==> config.mk <==
export PLATFORM = sky130hd
export DESIGN_NAME = pixel_unpacker
export DESIGN_NICKNAME = d
export VERILOG_FILES = /design/src/pixel_fifo_pkg.sv /design/src/pixel_unpacker.sv
export VERILOG_INCLUDE_DIRS = /design/src
export SDC_FILE = /design/constraint.sdc
export NUM_CORES = 1
export LEC_CHECK = 0
export BUFFER_PORTS_ARGS = -buffer_cell sky130_fd_sc_hd__buf_2
export CAP_MARGIN = 0
export CORE_MARGIN = 5
export CORE_UTILIZATION = 28
export DETAILED_ROUTE_END_ITERATION = 10
export HOLD_SLACK_MARGIN = 0.03
export PLACE_DENSITY = 0.72
export SLEW_MARGIN = 20
export SYNTH_ARGS = -nofsm -noshare
export SYNTH_HDL_FRONTEND = slang
export SYNTH_SLANG_ARGS = --single-unit
==> constraint.sdc <==
create_clock -name rd_clk -period 1.8 [get_ports rd_clk]
set_clock_uncertainty 0.05 [all_clocks]
set_input_delay 0.27 -clock rd_clk [delete_from_list [all_inputs] [get_ports rd_clk]]
set_output_delay 0.27 -clock rd_clk [all_outputs]
set_load 0.01 [all_outputs]
==> src/pixel_fifo_macros.svh <==
`ifndef PIXEL_FIFO_MACROS_SVH
`define PIXEL_FIFO_MACROS_SVH

// ****************************************
// data widths
// ****************************************

`define PIX_W         16                // one RGB565 pixel
`define BEAT_W        128               // DDR3 user data beat
`define PIX_PER_BEAT  8                 // pixels packed per beat

// ****************************************
// FIFO geometry
// ****************************************

`define FIFO_AW       9                 // 512 entries
`define CNT_W         (`FIFO_AW + 1)    // level needs one extra bit for full

// ****************************************
// frame flush
// ****************************************

// long enough for both reset synchronizers of a FIFO to settle
`define FLUSH_LEN     14                // pulse length in cycles

`endif
==> src/pixel_fifo_pkg.sv <==
`include "pixel_fifo_macros.svh"

package pixel_fifo_pkg;

    // ****************************************
    // vector types
    // ****************************************

    typedef logic [`PIX_W-1:0]  pixel_t;       // RGB565
    typedef logic [`BEAT_W-1:0] beat_t;        // first pixel in the top slice
    typedef logic [`CNT_W-1:0]  fifo_cnt_t;    // FIFO fill level

    // index of a pixel inside a beat
    typedef logic [$clog2(`PIX_PER_BEAT)-1:0] slice_idx_t;

    // ****************************************
    // bundles
    // ****************************************

    // one write request into an async_fifo
    typedef struct packed {
        logic  en;                             // push strobe
        beat_t data;                           // beat to store
    } beat_wr_t;

endpackage

==> src/pixel_unpacker.sv <==
`timescale 1ns/10ps
`include "pixel_fifo_macros.svh"

module pixel_unpacker
    import pixel_fifo_pkg::*;
(
    input  logic   rd_clk,
    input  logic   rst_n,
    input  logic   rdata_req,
    input  beat_t  head,
    input  logic   empty,
    output logic   rd_en,
    output pixel_t rddata
);

    localparam slice_idx_t LAST = slice_idx_t'(`PIX_PER_BEAT - 1);

    pixel_t [`PIX_PER_BEAT-1:0] slices;         // slice LAST is the first pixel
    slice_idx_t                 idx;

    assign slices = head;

    // pop the head beat together with its last slice
    assign rd_en = rdata_req && !empty && (idx == LAST);

    // ****************************************
    // slice select
    // ****************************************

    always_ff @(posedge rd_clk or negedge rst_n) begin
        if (!rst_n) begin
            idx    <= '0;
            rddata <= '0;
        end else if (!rdata_req) begin
            idx <= '0;                          // partial beat restarts at slice 0
        end else if (!empty) begin
            rddata <= slices[LAST - idx];       // most significant first
            idx    <= (idx == LAST) ? '0 : idx + 1'b1;
        end
    end

    // the head beat has to hold until its last slice pops it
    a_head_stable: assert property (@(posedge rd_clk) disable iff (!rst_n)
        (!empty && !rd_en) |=> (empty || $stable(head)))
        else $error("pixel_unpacker: head beat changed before it was popped");

endmodule

==> out/qor.csv <==
stage;metric;value;unit
status;status;complete, no violations;
layout;finalNetCount;465;
synth;netlist_area;0.00181;mm²
synth;synth_fp_nets;315;
synth;ys_ff_latch;19;
drt;dr.pass1.iters;4;
layout;fin_area;0.00273;mm²
setup_path;r2r-start;idx[1];
setup_path;critPathArrivalTime;1.40;ns
floorplan;fp.dieH;90.4;µm
global_route;grt_pass1_vias;2140;
sta;setup_viol;0;
setup_path;rrSetupSlack;0.23;ns
floorplan;start_util;28.7;%
setup_path;slowest_delay;0.39;ns
sta;finalSetupTns;0;ns
worst_hold_path;min_to;idx[0];
sta;worstMarginPinSlew;0.656;ns
layout;final_common_cell;buf_2;
power_and_ir_drop;cellPowerDensity;527;mW/mm²
cts;cts_tree;built;
placed_design;portBuffers;148;
floorplan;fp.dieArea;0.00817;mm²
job;cap_violations;0;
synth;seq_area_frac_synth;26.3;%
floorplan;core;0.00631;mm²
sta;slew_viol_final;0;
drt;wl_per_cell;15.2;µm
global_route;grt_pass1_wl;9950;µm
sta;min_period;1.72;ns
sta;rsz0062_at_grt;false;
floorplan;die_x;90.4;µm
layout;drive_above_1_share;59.7;%
global_route;antenna_found_initial;0;
placed_design;hpwl;5180;µm
placed_design;placed_cell_area;0.00267;mm²
synth;ys_top_cells_by_area;dfrtp_1, mux2i_1, mux2_2, a22o_1, o22ai_1;
sta;max_freq;583;MHz
setup_path;cp.required;1.48;ns
placed_design;gp_congestion;0.773;
drt;detailroute.via_count;1984;
cts;h-tree-depth;1;
layout;area_growth;50.8;%
power_and_ir_drop;static-leakage-power;0.00139;µW
layout;diodes;0;
placed_design;dpl_worst_slack;0.220;ns
synth;synth.distinct_cells;22;
drt;wirelength;6170;µm
cts;cts_sinks;19;
drt;ant_nets;0;
sta;worst_slack;0.0842;ns
global_route;grt_max_degree;37;
sta;hold_viol;0;
drt;drc;0;
setup_path;critPathCaptureType;primary output;
setup_path;setup.worst_path.start_class;flip-flop;
setup_path;worstPathCellList;buf_4, ha_1, ha_2, inv_1, nor2_1, buf_2;
global_route;gr-total-overflow;0;
synth;synth_cells;181;
worst_hold_path;hp-start;rdata_req;
setup_path;crit_buf_inv;3;
synth;syn_avg_cell_area;10.0;µm²
cts;cts-root-buf;clkbuf_8;
cts;cts_setup_buffers;0;
setup_path;crit_type;reg -> out;
power_and_ir_drop;ir_worst_vdd;0.225;mV
cts;path_clk_slew;0.07;ns
drt;first_iter_violations;44;
floorplan;rows;29;
synth;netlist.area_leader.share;26.3;%
worst_hold_path;hp-class;in -> reg;
setup_path;r2r_end;rddata[5];
setup_path;cp_max_fo;4;
setup_path;cp_top_family;flip-flops;
sta;max_slew_margin;56.1;%
drt;routed_via_density;4.87;
sta;fin_crit_sh;95.3;%
cts;clkLatencyLatePin;0.25;ns
setup_path;r2r_cells;4;
cts;cts_made_buffers;3;
cts;clk_path_buf_depth;2;
synth;yosys.area.top_type;dfrtp_1;
synth;synth_warnings;0;
layout;mostFrequentLayoutCells;buf_2, mux2i_1, mux2_2;
floorplan;ioPinCount;149;
setup_path;cpMaxStageDelayCell;dfrtp_1;
worst_hold_path;hold_depth;2;
global_route;track_usage;14.6;%
## synth_stat cells
library cell   n
mux2i_1       33
mux2_2        26
dfrtp_1       19
nand2_1       17
a22o_1        16
o22ai_1       16
o31ai_1       11
clkbuf_1       7
mux2_1         6
o31ai_2        5
buf_2          4
nor2b_1        4
buf_6          3
a21oi_1        2
buf_4          2
ha_1           2
nand2b_1       2
nor2_1         2
buf_1          1
inv_1          1
nor3_1         1
nor3b_1        1
## sequential cells by signal (all words and copies together) (netlist names)
register and cells:
rddata 16, idx 3
## timing repair
action,CTS,global route
resized for setup,0,1
endpoints found under the hold margin,19,0
hold buffers,1,0
endpoints found under the setup margin,0,1
## power breakdown
group          internal [µW]  switching (µW)
registers                491            33.3
clock network            157             141
logic                    340             275
## worst max-delay path by stage
stage	startpoint	end	cells after the start
floorplan	idx[1]	rddata[7]	5
global placement	idx[0]	rddata[12]	4
detailed placement	idx[0]	rddata[12]	4
CTS	idx[1]	rd_en	6
global route	idx[1]	rd_en	6
finish	idx[1]	rd_en	6
## routing by layer
layer  track usage [%]  wire length [µm]
met1              17.4              2490
met2              26.6              3110
met3              3.50               517
met4              2.98                60
met5                 0                 0
## per-stage QoR
stage	utilization (%)	hold slack (ns)	power [µW]	cells
6_report	43.2	0.242	1440	407
5_1_grt	43.2	0.241	1540	407
4_1_cts	43.2	0.241	1470	407
3_5_place_dp	42.3	0.194	1160	402
3_3_place_gp	42.3	0.185	1140	402
2_1_floorplan	-	-0.0756	876	181
## logic make-up (layout without fill, tap and decap cells)
logic type               count (synthesis)  after routing  synth area share, %
AO/OA/AOI/OAI                           50             50                 21.8
adder cells (fa/ha/maj)                  2              2                 1.38
flip-flops                              19             19                 26.3
buffers and inverters                   18            167                 5.67
AND/OR/NAND/NOR                         27             27                 6.70
multiplexers                            65             65                 38.1
## layout make-up
class,instances,area [µm²]
clock buffers,4,45.0
inverters,1,3.75
repair buffers,162,873
multi-input cells,144,1230
flip-flops and latches,19,477
fillers,636,3580
well taps,77,96.3
No activity file was read; power rests on OpenSTA's default activity.
