<file path="config.mk">
export PLATFORM = sky130hd
export DESIGN_NAME = frame_reset_gen
export DESIGN_NICKNAME = d
export VERILOG_FILES = /design/src/frame_reset_gen.sv
export VERILOG_INCLUDE_DIRS = /design/src
export SDC_FILE = /design/constraint.sdc
export NUM_CORES = 1
export LEC_CHECK = 0
export BUFFER_PORTS_ARGS = -buffer_cell sky130_fd_sc_hd__buf_2
export CAP_MARGIN = 30
export CORE_AREA = 2 2 39 41
export DETAILED_ROUTE_END_ITERATION = 10
export DIE_AREA = 0 0 41 43
export SYNTH_ARGS = -nofsm -noshare
export SYNTH_HDL_FRONTEND = slang
export SYNTH_SLANG_ARGS = --single-unit
</file>
<file path="constraint.sdc">
create_clock -name clk -period 1.3 [get_ports clk]
set_clock_uncertainty 0.1 [all_clocks]
set_input_delay 0.065 -clock clk [delete_from_list [all_inputs] [get_ports clk]]
set_output_delay 0.065 -clock clk [all_outputs]
set_load 0.03 [all_outputs]
</file>
<file path="src/pixel_fifo_macros.svh">
`ifndef PIXEL_FIFO_MACROS_SVH
`define PIXEL_FIFO_MACROS_SVH

// ****************************************
// data widths
// ****************************************

`define PIX_W         16                // one RGB565 pixel
`define BEAT_W        128               // DDR3 user data beat
`define PIX_PER_BEAT  8                 // pixels packed per beat

// ****************************************
// FIFO geometry
// ****************************************

`define FIFO_AW       9                 // 512 entries
`define CNT_W         (`FIFO_AW + 1)    // level needs one extra bit for full

// ****************************************
// frame flush
// ****************************************

// long enough for both reset synchronizers of a FIFO to settle
`define FLUSH_LEN     14                // pulse length in cycles

`endif
</file>
<file path="src/frame_reset_gen.sv">
`timescale 1ns/10ps
`include "pixel_fifo_macros.svh"

module frame_reset_gen (
    input  logic clk,
    input  logic rst_n,
    input  logic load,
    output logic flush
);

    localparam int CW = $clog2(`FLUSH_LEN);

    logic [2:0]    load_hist;                   // meta, sync, previous
    logic          load_rise;
    logic [CW-1:0] cnt;

    always_ff @(posedge clk or negedge rst_n) begin
        if (!rst_n) begin
            load_hist <= '0;
        end else begin
            load_hist <= {load_hist[1:0], load};
        end
    end

    assign load_rise = load_hist[1] && !load_hist[2];

    // ****************************************
    // flush pulse
    // ****************************************

    always_ff @(posedge clk or negedge rst_n) begin
        if (!rst_n) begin
            cnt   <= '0;
            flush <= 1'b0;
        end else if (load_rise) begin
            cnt   <= CW'(`FLUSH_LEN - 1);
            flush <= 1'b1;                      // drives the async FIFO resets
        end else if (cnt != '0) begin
            cnt <= cnt - 1'b1;
        end else begin
            flush <= 1'b0;
        end
    end

    a_flush_len: assert property (@(posedge clk) disable iff (!rst_n)
        $rose(flush) |-> flush [*`FLUSH_LEN] ##1 !flush)
        else $error("frame_reset_gen: flush pulse length differs from FLUSH_LEN");

endmodule

</file>
==> metrics.md <==
| Metric | Value |
|---|---|
| Highest Clock Rate | `789 MHz` |
| Total nets after synthesis | `31` |
| Sequential element share of the synthesized area | `62.0%` |
| Routed Wire Length | `484 um` |
| Highest metal layer used by the detailed router | `met4` |
| Effective utilization at floorplan | `23.3%` |
| Detailed placement HPWL | `322 um` |
| Worst r2r dst | `cnt[0]` |
| Transition at the pin with the smallest max-transition slack | `0.224 ns` |
| Total length of routed met2 wires | `191 um` |
| Minimum clock period after layout | `1.27 ns` |
| Violation count after the first detailed-routing iteration | `1` |
| Number of setup violations in the final report | `0` |
| Post-DR wirelength/cell | `8.96 um` |
| Area of the core region | `1380 um2` |
| Crit. End Element | `flop` |
| Post-detailed-route count of antenna-violating nets | `0` |
| CP cell instances | `inv_2 -> ha_4 -> nor3b_4 -> xnor2_1 -> nand2_1` |
| Syn Std Cell Area | `323 um2` |
| Count leader, synth | `sky130_fd_sc_hd__dfrtp_1` |
| Filler-free cell count of the finished design | `54` |
| Total of fill cells in the finished design | `131` |
| Number of unique standard cell types used by synthesis | `13` |
| Setup repair after global routing missed its margin | `true` |
| Count of boundary I/O pins | `4` |
| Final worst path period share | `97.4%` |
| Power density of the placed cells | `2090 nW/um2` |
| Class of the worst hold path | `input pin to async pin` |
| Area delta synth->final | `34.9%` |
| Leakage component of the power | `0.202 nW` |
| Top FF cell, synth | `sky130_fd_sc_hd__dfrtp_1` |
| Slew Viols, Final | `0` |
| Worst slew margin | `85.1%` |
| Ranking of synthesized cells by area | `sky130_fd_sc_hd__dfrtp_1 (62%), sky130_fd_sc_hd__nor3b_4 (5.8%), sky130_fd_sc_hd__o21ai_0 (4.7%)` |
| Final nets | `44` |
| Antenna diode instance count | `0` |
| Worst reg2reg path startpoint | `cnt[0]` |
| Post-DR vias/cell | `3.94` |
| Worst path slowest cell | `sky130_fd_sc_hd__dfrtp_1` |
| Worst hold margin | `0.0808 ns` |
| Count of buffers inserted at the top-level ports | `3` |
| DRC | `0` |
| Area after DPL | `373 um2` |
| Run status | `complete, no violations` |
| Met1 routed wirelength after detailed routing | `241 um` |
| Antenna violations before repair | `0` |
| R2R setup slack | `0.03 ns` |
| Sum of met3 wire segment lengths after detailed routing | `43 um` |
| Number of buffers on the longest clock path | `2` |
| Maximum level of the CTS H-tree | `1` |
| Worst EP required | `1.34 ns` |
| Critical path buffers and inverters | `1` |
| EDFF count, synth | `0` |
| Worst Setup Path Type | `flop to flop` |
| Number of warnings reported in the yosys synthesis log | `0` |
| GPL Wtd Cong | `0.726` |
| Global-route wire length before repair | `841 um` |
| Async set-or-reset flop fraction in the synthesized netlist | `100%` |
| Count of max-cap constraint violations | `0` |
| Number of vias after detailed routing | `213` |
| Fraction of post-synthesis cell area in the top cell type by area | `62.0%` |
| Post-Place Setup Slack | `0.00803 ns` |
| Least setup slack across all paths after layout | `0.0333 ns` |
| Clock latency at the later pin of the worst-skew pair | `0.25 ns` |
| Cell type contributing the most total cell area after synthesis | `sky130_fd_sc_hd__dfrtp_1` |
| Top cell types by occurrence after synthesis | `sky130_fd_sc_hd__dfrtp_1 (8), sky130_fd_sc_hd__inv_1 (4), sky130_fd_sc_hd__o21ai_0 (3)` |
| Total negative setup slack | `0 ns` |
| Pin count of the biggest net entering global routing | `9` |
| Overall routing resource usage | `8.04%` |
| Finished Core Util | `31.5%` |
| Die X | `41 um` |
| Total iterations of the first detailed-routing run | `4` |
| Clock Tree Root | `sky130_fd_sc_hd__clkbuf_4` |
| Final std cell area, no fill | `435 um2` |
| Number of CTS-inserted buffers | `3` |
| Final number of hold-violating endpoints | `0` |
| Cell family with the largest share of critical-path delay | `flip-flops` |
| Layout cells sized above 1 | `36.8%` |
| Die outline area | `1760 um2` |
| Overflow left after global routing | `0` |
| Overall power consumption | `0.909 mW` |
| Slowest cell delay on critical path | `0.39 ns` |
| Worst EP arrival | `1.30 ns` |
| Vias in the first global route | `203` |
| Worst-path fanout max | `4` |
| #FFs+latches synth | `8` |
| Total number of placement rows | `14` |
| Height of the die | `43 um` |
| TritonCTS clock tree | `yes` |
| Startpoint types | `flop` |
| Clock transition time at the flip-flop clock pins of the worst setup and hold paths | `0.06 ns` |
| Maximum vdd ir drop | `0.000960 V` |
| Worst R2R Path Depth | `5` |
| Logic depth of the worst path, buffers included | `5` |
| Number of instances in the synthesized netlist | `27` |
| Avg Cell Area, Syn | `12.0 um2` |
| Count of clock tree sinks | `8` |
| # placed instances | `48` |
## final cells by class
cell class	count	area, um2	area share (%)
multi-input cells	15	120	27.6
flip-flops and latches	8	200	46.0
well taps	16	20.0	4.60
clock buffers	3	22.5	5.17
inverters	4	15.0	3.45
repair buffers	8	57.6	13.2
## state kept, by name, indices dropped and copies added (netlist names)
| register | flops |
|---|---|
| cnt | 4 |
| load_hist | 3 |
| flush | 1 |
## worst reg2reg max path: stages (launching register included)
cell and delay [ns]:
sky130_fd_sc_hd__dfrtp_1 0.39, sky130_fd_sc_hd__inv_2 0.08, sky130_fd_sc_hd__ha_4 0.13, sky130_fd_sc_hd__nor3b_4 0.24
sky130_fd_sc_hd__xnor2_1 0.15, sky130_fd_sc_hd__nand2_1 0.07
## repair_timing
| action | CTS | global route |
|---|---|---|
| cloned | 0 | 0 |
| pin swaps | 1 | 2 |
| setup endpoints to repair | 1 | 2 |
| hold endpoints to repair | 9 | 0 |
| gates resized for setup | 3 | 1 |
| buffers inserted | 0 | 1 |
| hold buffers | 2 | 0 |
## worst max path at each step
stage	start	endpoint	slack (ns)
floorplan	cnt[0]	cnt[0]	0.03
global placement	cnt[0]	cnt[0]	-0.0009
detailed placement	cnt[0]	cnt[0]	0.008
CTS	cnt[1]	cnt[0]	0.008
global route	cnt[0]	cnt[0]	-0.04
finish	cnt[0]	cnt[0]	0.03
## layout by cell type (no fill, tap or decap), types with 2 or more instances in the layout
cell	count
sky130_fd_sc_hd__clkbuf_4	3
sky130_fd_sc_hd__dlygate4sd3_1	2
sky130_fd_sc_hd__dfrtp_1	8
sky130_fd_sc_hd__buf_4	3
sky130_fd_sc_hd__o21ai_0	3
sky130_fd_sc_hd__inv_1	2
sky130_fd_sc_hd__inv_2	2
sky130_fd_sc_hd__nand2_1	2
sky130_fd_sc_hd__buf_2	3
sky130_fd_sc_hd__nand2b_1	2
## power by group
| group | internal [mW] | switching, mW | leakage [nW] | total, mW |
|---|---|---|---|---|
| logic | 0.189 | 0.148 | 0.0992 | 0.337 |
| clock network | 0.105 | 0.0815 | 0.0138 | 0.187 |
| registers | 0.321 | 0.0638 | 0.0887 | 0.385 |
| total | 0.616 | 0.293 | 0.202 | 0.909 |
## metal layers
metal  vias up  global-route usage (%)
li1        109                       -
met1        95                    10.7
met2         7                    8.13
met3         2                    6.28
met4         0                    6.00
met5         -                       0
## cells by family after synthesis
logic type / after synthesis / share of synthesized area [%]
AOI/OAI and AO/OA: 4 / 7.36
xor gates and xnor gates: 1 / 2.71
adders and majority gates: 1 / 3.88
buffers and inverters: 4 / 4.65
DFF: 8 / 62.0
muxes: 1 / 3.10
and+or+nand+nor: 8 / 16.3
Note: power is estimated with default switching activity, not from simulation.
