==> src/pixel_fifo_macros.svh <==
`ifndef PIXEL_FIFO_MACROS_SVH
`define PIXEL_FIFO_MACROS_SVH

// ****************************************
// data widths
// ****************************************

`define PIX_W         16                // one RGB565 pixel
`define BEAT_W        128               // DDR3 user data beat
`define PIX_PER_BEAT  8                 // pixels packed per beat

// ****************************************
// FIFO geometry
// ****************************************

`define FIFO_AW       9                 // 512 entries
`define CNT_W         (`FIFO_AW + 1)    // level needs one extra bit for full

// ****************************************
// frame flush
// ****************************************

// long enough for both reset synchronizers of a FIFO to settle
`define FLUSH_LEN     14                // pulse length in cycles

`endif
==> src/pixel_fifo_pkg.sv <==
`include "pixel_fifo_macros.svh"

package pixel_fifo_pkg;

    // ****************************************
    // vector types
    // ****************************************

    typedef logic [`PIX_W-1:0]  pixel_t;       // RGB565
    typedef logic [`BEAT_W-1:0] beat_t;        // first pixel in the top slice
    typedef logic [`CNT_W-1:0]  fifo_cnt_t;    // FIFO fill level

    // index of a pixel inside a beat
    typedef logic [$clog2(`PIX_PER_BEAT)-1:0] slice_idx_t;

    // ****************************************
    // bundles
    // ****************************************

    // one write request into an async_fifo
    typedef struct packed {
        logic  en;                             // push strobe
        beat_t data;                           // beat to store
    } beat_wr_t;

endpackage

==> src/pixel_packer.sv <==
`timescale 1ns/10ps
`include "pixel_fifo_macros.svh"

module pixel_packer
    import pixel_fifo_pkg::*;
(
    input  logic     wr_clk,
    input  logic     rst_n,
    input  logic     flush,
    input  logic     wr_en,
    input  pixel_t   wrdata,
    output beat_wr_t beat
);

    localparam slice_idx_t LAST = slice_idx_t'(`PIX_PER_BEAT - 1);

    beat_t      shift_q;                        // pixels shift in from the bottom
    slice_idx_t pix_cnt;
    logic       wr_q;

    // ****************************************
    // pixel shift register
    // ****************************************

    always_ff @(posedge wr_clk) begin
        if (wr_en) begin
            shift_q <= {shift_q[`BEAT_W-`PIX_W-1:0], wrdata};
        end
    end

    // ****************************************
    // beat counter and write strobe
    // ****************************************

    always_ff @(posedge wr_clk or negedge rst_n) begin
        if (!rst_n) begin
            pix_cnt <= '0;
            wr_q    <= 1'b0;
        end else if (flush) begin
            pix_cnt <= '0;                      // realign to a beat boundary
            wr_q    <= 1'b0;
        end else begin
            wr_q <= wr_en && (pix_cnt == LAST); // one cycle after the eighth pixel
            if (wr_en) begin
                pix_cnt <= (pix_cnt == LAST) ? '0 : pix_cnt + 1'b1;
            end
        end
    end

    // register already holds all eight pixels while the strobe is high
    assign beat.en   = wr_q;
    assign beat.data = shift_q;

endmodule

==> config.mk <==
export PLATFORM = sky130hd
export DESIGN_NAME = pixel_packer
export DESIGN_NICKNAME = d
export VERILOG_FILES = /design/src/pixel_fifo_pkg.sv /design/src/pixel_packer.sv
export VERILOG_INCLUDE_DIRS = /design/src
export SDC_FILE = /design/constraint.sdc
export NUM_CORES = 1
export LEC_CHECK = 0
export BUFFER_PORTS_ARGS = -buffer_cell sky130_fd_sc_hd__buf_2
export CORE_MARGIN = 4
export CORE_UTILIZATION = 48
export DETAILED_ROUTE_END_ITERATION = 7
export PLACE_DENSITY_LB_ADDON = 0.08
export SLEW_MARGIN = 25
export SYNTH_ARGS = -nofsm -noshare
export SYNTH_HDL_FRONTEND = slang
export SYNTH_SLANG_ARGS = --single-unit
==> constraint.sdc <==
create_clock -name wr_clk -period 2.1 [get_ports wr_clk]
set_clock_uncertainty 0.2 [all_clocks]
set_input_delay 0.42 -clock wr_clk [delete_from_list [all_inputs] [get_ports wr_clk]]
set_output_delay 0.42 -clock wr_clk [all_outputs]
set_load 0.05 [all_outputs]
==> metrics.md, run 1 <==
| Metric | Value |
|---|---|
| Outcome | complete, no violations |
| Crit path depth | 1 |
| Critical setup path kind | reg -> out |
| Placed insts | 400 |
| Top Ports | 149 |
| Leak | 2.33 nW |
| Reg-to-reg slack, setup | 0.50 ns |
| Reg2Reg Capture Point | pix_cnt[0] |
| Cell Count, Final, Fillers Out | 449 |
| Peak supply drop | 739 uV |
| Initial antenna violation count | 0 |
| Switching Fraction | 25.0% |
| Crit. Startpoint | shift_q[32] |
| Share of cells above drive strength 1 | 53.2% |
| Routed vias | 2,044 |
| CP top delay family | flip-flops |
| Drt total wl | 7.08 mm |
| Sequential Power Share | 45.8% |
| Chip height | 99.7 um |
| R2R Path Start | pix_cnt[0] |
| WP data required | 1.48 ns |
| Max incr delay on CP | 0.37 ns |
| Post-route DRC | 0 |
| DR pass1 iterations | 4 |
| Slew headroom | 79.3% |
| Wire length per cell | 15.8 um |
| CTS Hold Bufs | 18 |
| Power Density | 1190 nW/um2 |
| Area leader, netlist | edfxtp_1 |
| Worst hold slack | 0.0737 ns |
| Clock share of power | 42.7% |
| TritonCTS clock tree | built |
| Post-route cell area | 5740 um2 |
| Die span in x | 99.7 um |
| Routed Antenna Nets | 0 |
| TNS Setup | 0 ns |
| Share of Yosys cell area claimed by the top area cell type | 95.3% |
| Gpl congestion | 0.669 |
| Max Fclk | 0.566 GHz |
| Switch Pwr | 1.72 mW |
| First-pass GRT wire length | 10.8 mm |
| Ant diodes | 0 |
| Gate Count Post-Synth | 144 |
| Drt via density | 4.55 |
| Die area | 9940 um2 |
| Row Count | 33 |
| Initial drt markers | 64 |
| H-Tree Depth | 4 |
| Detail Placement HPWL | 4.70 mm |
| GRT Resource Usage Total | 15.1% |
| Reg2Reg Depth | 4 |
| CP arrival | 1.15 ns |
| Met3 Use GR | 9.82% |
| Crit end category | output port |
| Setup violations, final | 0 |
| GRT met2 Usage | 24.5% |
| Post-place instance area | 4960 um2 |
| Num CTS Buffers | 17 |
| Worst-Skew Late Latency | 0.51 ns |
| Startpoint types | flop |
| RSZ-0062 raised after global routing | no |
| Setup bufs post-CTS | 0 |
| Cts repair resizes | 0 |
| #FFs+latches synth | 132 |
| Met1 GRT Util | 15.4% |
| CTS Buffer Depth | 2 |
| Max_cap viols | 0 |
| Slowest stage cell, crit path | edfxtp_1 |
| Syn Std Cell Area | 4040 um2 |
| Area delta synth->final | 42.4% |
| Final min period | 1.77 ns |
| Crit path buf inv count | 1 |
| Crit Path Max Fanout | 2 |
| Worst Hold Class | in -> async |
| Filler cell count | 567 |
| Clock transition at path regs | 0.06 ns |
| Initial core utilization | 49.1% |
| Pint | 5.14 mW |
| Largest cells by area after synthesis | edfxtp_1 (95%), dfrtp_1 (2.5%), ha_1 (0.62%) |
| Synth cell types | 10 |
| Sequential area share after synthesis | 97.7% |
| Fin crit share | 84.2% |
| Most used routing layer | met2 |
| Worst Tran Pin Value | 0.310 ns |
| Final core utilization | 69.9% |
| Core area | 8220 um2 |
| Root Driver | clkbuf_8 |
| Largest net degree at the start of global routing | 39 |
| Nets | 354 |
| Syn Nets | 166 |
| IO buf count | 148 |
| Remaining global-route overflow | 0 |
| Sink Count | 132 |
| Yosys Warn Count | 0 |
| Final-report max-slew violation count | 0 |
| Number of global-route vias before repair | 2,112 |
| Comb pwr share | 11.5% |
| CP Capture Point | beat[32] |
| Mapped Avg Cell Area | 28.0 um2 |
| Final Hold Viols | 0 |
| Cell Chain, Critical Path | buf_2 |
-- Yosys cell counts --
cell	n
ha_1	2
dfrtp_1	4
mux2i_1	2
nand2b_1	1
buf_4	1
nor2_1	3
nand2_1	1
a21oi_2	1
or3b_1	1
edfxtp_1	128
-- through the flow --
| step | power, mW | setup slack (ns) |
|---|---|---|
| finish | 6.86 | 0.332 |
| global placement | 3.95 | 0.556 |
| global route | 7.11 | 0.259 |
| detailed placement | 3.97 | 0.517 |
| floorplan | 3.73 | 0.606 |
| CTS | 6.93 | 0.300 |
-- sequential cells by signal, indices dropped and copies added (netlist names) --
signal	flops
shift_q	128
pix_cnt	3
wr_q	1
-- cell usage in the layout (no fill, tap or decap), types with 2 or more instances in the layout --
cell           instances
ha_1                   2
edfxtp_1             128
buf_12                 2
dlygate4sd3_1         18
dfrtp_1                4
buf_4                  2
clkbuf_16             16
mux2i_1                2
buf_2                147
clkinv_4               4
clkinv_2               3
clkinvlp_4             2
nor2_1                 3
bufinv_16              4
-- worst min-delay path by stage --
stage                     cells past startpoint  slack [ns]    endpoint  startpoint
after floorplan                               0       -0.08  pix_cnt[0]       rst_n
after global placement                        1        0.03        wr_q       rst_n
after detailed placement                      1        0.03        wr_q       rst_n
after CTS                                     2        0.01        wr_q       rst_n
after global routing                          2        0.04  pix_cnt[1]       rst_n
final                                         2        0.07  pix_cnt[0]       rst_n
-- layout make-up --
type | instances | area, um2 | area share (%)
Clock buffer | 18 | 418 | 7.28
Clock inverter | 13 | 185 | 3.22
Timing Repair Buffer | 170 | 982 | 17.1
Tap cell | 105 | 131 | 2.29
Sequential cell | 132 | 3940 | 68.7
Multi-Input combinational cell | 11 | 83.8 | 1.46
-- per-layer routing --
layer	wire (um)	up-vias
met5	0	-
met4	76	0
met3	754	8
met2	3690	99
met1	2560	974
li1	-	963
-- power groups by stage --
stage	clock network, mW	logic, mW	registers (mW)
3_5_place_dp	0	0.768	3.20
5_1_grt	3.14	0.813	3.16
4_1_cts	2.99	0.794	3.15
3_3_place_gp	0	0.762	3.19
2_1_floorplan	0	0.00769	3.72
6_report	2.93	0.787	3.14
-- logic make-up after synthesis --
family                   Yosys count  synth area share (%)
AND/OR/NAND/NOR                    6                 0.744
buffers and inverters              1                 0.186
flip-flops                       132                  97.7
multiplexers                       2                 0.496
adder cells (fa/ha/maj)            2                 0.620
AO/OA/AOI/OAI                      1                 0.217
No activity file was read; power rests on OpenSTA's default activity.
==> run 2, diff against run 1 <==
--- a/config.mk
+++ b/config.mk
@@ -6,9 +6,10 @@
 export SDC_FILE = /design/constraint.sdc
 export NUM_CORES = 1
 export LEC_CHECK = 0
+export ABC_AREA = 1
 export BUFFER_PORTS_ARGS = -buffer_cell sky130_fd_sc_hd__buf_2
 export CORE_MARGIN = 4
-export CORE_UTILIZATION = 48
+export CORE_UTILIZATION = 43
 export DETAILED_ROUTE_END_ITERATION = 7
 export PLACE_DENSITY_LB_ADDON = 0.08
 export SLEW_MARGIN = 25
==> constraint.sdc (replaced) <==
create_clock -name wr_clk -period 1.6 [get_ports wr_clk]
set_clock_uncertainty 0.2 [all_clocks]
set_input_delay 0.32 -clock wr_clk [delete_from_list [all_inputs] [get_ports wr_clk]]
set_output_delay 0.32 -clock wr_clk [all_outputs]
set_load 0.05 [all_outputs]
==> run 2 against run 1 <==
The run now ends with negative setup slack left. Non-clock buffer count up 46. Total power increased by 37%. Final cell count up 13%. Critical path type unchanged. Critical path depth did not move. Worst hold slack better by 0.20 ns. Setup slack got worse by 0.38 ns. Global-route usage shrank 0.36 points.
==> metrics.md, run 2 <==
| Metric | Value |
|---|---|
| Outcome | finished with violations (was complete, no violations) |
| Failing checks | negative setup slack |
| Gate Count Post-Synth | 151 (was 144) |
| Slowest stage cell, crit path | edfxtp_1 (unchanged) |
| Reg-to-reg slack, setup | 0.28 ns (was 0.50 ns) |
| Placed insts | 412 (was 400) |
| Crit end category | output port (unchanged) |
| Most common cell in the netlist | edfxtp_1 (unchanged) |
| Syn Std Cell Area | 4040 um2 (about the same) |
| IO buf count | 148 (unchanged) |
| Detail Placement HPWL | 4.49 mm (was 4.70 mm) |
| Max FFs per register | 128 (unchanged) |
| Mux contribution to synthesized area | 0% (was 0.496%) |
| Hold Path Depth | 0 |
| Drt total wl | 7.91 mm (was 7.08 mm) |
| Synth Area in Compound Gates | 0% (was 0.217%) |
| Fin crit share | 103% |
| Reg2Reg Capture Point | pix_cnt[2] (was pix_cnt[0]) |
| DR pass1 iterations | 4 (unchanged) |
| TritonCTS clock tree | built (unchanged) |
| Final core utilization | 75.3% (was 69.9%) |
| Max incr delay on CP | 0.45 ns (was 0.37 ns) |
| Largest family of logic cells by synthesized area | simple AND/OR/NAND/NOR gates (unchanged) |
| Nets | 407 (was 354) |
| Wire length per cell | 15.5 um (was 15.8 um) |
| CP arrival | 1.13 ns (was 1.15 ns) |
| Clock transition at path regs | 0.06 ns (about the same) |
| Area delta synth->final | 71.4% (was 42.4%) |
| Max Fclk | 0.606 GHz |
| Most frequent cells in the layout | buf_6 (129), edfxtp_1 (128), buf_4 (46) (was buf_2 (147), edfxtp_1 (128), dlygate4sd3_1 (18)) |
| First-pass GRT wire length | 12.1 mm (was 10.8 mm) |
| GRT Resource Usage Total | 14.7% (was 15.1%) |
| Synth cell types | 8 (was 10) |
| Largest net degree at the start of global routing | 61 (was 39) |
| Power Density | 1360 nW/um2 (was 1190 nW/um2) |
| Die area | 11,000 um2 (was 9940 um2) |
| Synth Area in Simple Gates | 1.36% (was 0.744%) |
| Overall power | 9.42 mW (was 6.86 mW) |
| Post-place instance area | 4970 um2 (was 4960 um2) |
| Most frequent cells after synthesis | edfxtp_1 (128), nand2_1 (8), dfrtp_1 (4), nor2_1 (4) (was edfxtp_1 (128), dfrtp_1 (4), nor2_1 (3)) |
| GRT met2 Usage | 25.2% (was 24.5%) |
| RSZ-0062 raised after global routing | yes (was no) |
| TNS Setup | -0.150 ns (was 0 ns) |
| H-Tree Depth | 4 (unchanged) |
| Met3 Use GR | 6.11% (was 9.82%) |
| R2R Path Start | pix_cnt[0] (unchanged) |
| Share of Yosys cell area claimed by the top area cell type | 95.2% (was 95.3%) |
| Top Ports | 149 (unchanged) |
| Peak supply drop | 759 uV (was 739 uV) |
| Dpl ws | 0.248 ns (was 0.517 ns) |
| Slew headroom | 79.1% (was 79.3%) |
| Mapped Avg Cell Area | 26.7 um2 (was 28.0 um2) |
| Most flops, register | shift_q (unchanged) |
| Number of flops mapped to enable cells by yosys | 128 (unchanged) |
| Hold path startpoint | shift_q[92] |
| Worst Hold Class | reg -> reg (was in -> async) |
| Core area | 9200 um2 (was 8220 um2) |
| Critical setup path kind | reg -> out (unchanged) |
| Most common cell after layout, fill and taps aside | buf_6 (was buf_2) |
| Num CTS Buffers | 17 (unchanged) |
| CTS Buffer Depth | 2 (unchanged) |
| Initial drt markers | 65 (was 64) |
| Reg2Reg Depth | 4 (unchanged) |
| Crit Path Max Fanout | 2 (unchanged) |
| Yosys Warn Count | 0 (unchanged) |
| Regs by FF count | shift_q (128), pix_cnt (3), wr_q (1) (unchanged) |
| Max_cap viols | 0 (unchanged) |
| CP top delay family | flip-flops (unchanged) |
| Die span in x | 105 um (was 99.7 um) |
| Worst hold slack | 0.270 ns (was 0.0737 ns) |
| Chip height | 105 um (was 99.7 um) |
| Sink Count | 132 (unchanged) |
| Sequential area share after synthesis | 97.6% (was 97.7%) |
| Met1 GRT Util | 16.2% (was 15.4%) |
| Final Hold Viols | 0 (unchanged) |
| Async S/R FF share, synth | 3.03% (unchanged) |
| Drt via density | 4.50 (was 4.55) |
| Remaining global-route overflow | 0 (unchanged) |
| Row Count | 35 (was 33) |
| Hold Path Sink | shift_q[108] |
| WP data required | 1.08 ns (was 1.48 ns) |
| Setup ws final | -0.0514 ns (was 0.332 ns) |
| Syn Nets | 173 (was 166) |
| Post-route cell area | 6920 um2 (was 5740 um2) |
| Routed vias | 2,288 (was 2,044) |
| Filler cell count | 549 (was 567) |
| Leak | 2.85 nW (was 2.33 nW) |
| Routed Antenna Nets | 0 (unchanged) |
| Number of global-route vias before repair | 2,318 (was 2,112) |
| Synth Area in Adders | 0.620% (about the same) |
| Initial core utilization | 43.9% (was 49.1%) |
| Ant diodes | 0 (unchanged) |
| Xor/xnor cell area share of the yosys netlist | 0% (unchanged) |
| Largest cells by area after synthesis | edfxtp_1 (95%), dfrtp_1 (2.5%), nand2_1 (0.74%) (was edfxtp_1 (95%), dfrtp_1 (2.5%), ha_1 (0.62%)) |
| Worst Tran Pin Value | 0.313 ns (was 0.310 ns) |
| Crit path buf inv count | 1 (unchanged) |
| Initial antenna violation count | 0 (unchanged) |
| Final-report max-slew violation count | 0 (unchanged) |
| Share of cells above drive strength 1 | 56.5% (was 53.2%) |
| Ys flop type | edfxtp_1 (unchanged) |
| Cell Chain, Critical Path | buf_6 (was buf_2) |
| Final min period | 1.65 ns |
| Worst-Skew Late Latency | 0.49 ns (was 0.51 ns) |
| Root Driver | clkbuf_8 (unchanged) |
| Startpoint types | flop (unchanged) |
| Most used routing layer | met2 (unchanged) |
| Cell Count, Final, Fillers Out | 509 (was 449) |
| #FFs+latches synth | 132 (unchanged) |
| Setup violations, final | 17 (was 0) |
| Area leader, netlist | edfxtp_1 (unchanged) |
| Gpl congestion | 0.678 (was 0.669) |
| Post-route DRC | 0 (unchanged) |
## run 2: layout make-up
type	instances	area, um2	area share [%]
clock inverters	14	186	2.69
flip-flops and latches	132	3940	57.0
multi-input cells	16	80.1	1.16
clock buffers	18	418	6.04
repair buffers	216	2150	31.0
well taps	111	139	2.01
inverters	2	7.51	0.108
## run 2: worst max path at each step
| stage | start | to | slack [ns] | depth (start not counted) |
|---|---|---|---|---|
| 4_1_cts | shift_q[58] | beat[58] | -0.08 | 1 |
| 3_5_place_dp | wr_en | pix_cnt[2] | 0.25 | 5 |
| 2_1_floorplan | pix_cnt[0] | pix_cnt[2] | 0.34 | 4 |
| 3_3_place_gp | wr_en | pix_cnt[0] | 0.28 | 5 |
| 6_report | shift_q[58] | beat[58] | -0.05 | 1 |
| 5_1_grt | shift_q[58] | beat[58] | -0.1 | 1 |
## run 2: kinds of logic after synthesis
| family | after synthesis |
|---|---|
| simple gates | 14 |
| fa+ha+maj | 2 |
| buf+inv | 3 |
| flops | 132 |
## run 2: what timing repair did
item                                    in CTS  in global routing
hold buffers                                20                  0
hold endpoints to repair                    25                  0
gates resized for setup                    247                 11
endpoints found under the setup margin     129                129
setup buffers                               21                 24
## run 2: where the power goes
part | switching (mW) | internal, mW | total (mW)
combinational | 0.869 | 0.497 | 1.37
clock | 1.35 | 2.52 | 3.87
sequential | 0.131 | 4.05 | 4.18
## run 2: layer usage
| layer | wire, um | vias up |
|---|---|---|
| li1 | - | 1068 |
| met2 | 4430 | 98 |
| met5 | 0 | - |
| met1 | 2830 | 1112 |
| met3 | 560 | 10 |
| met4 | 97 | 0 |
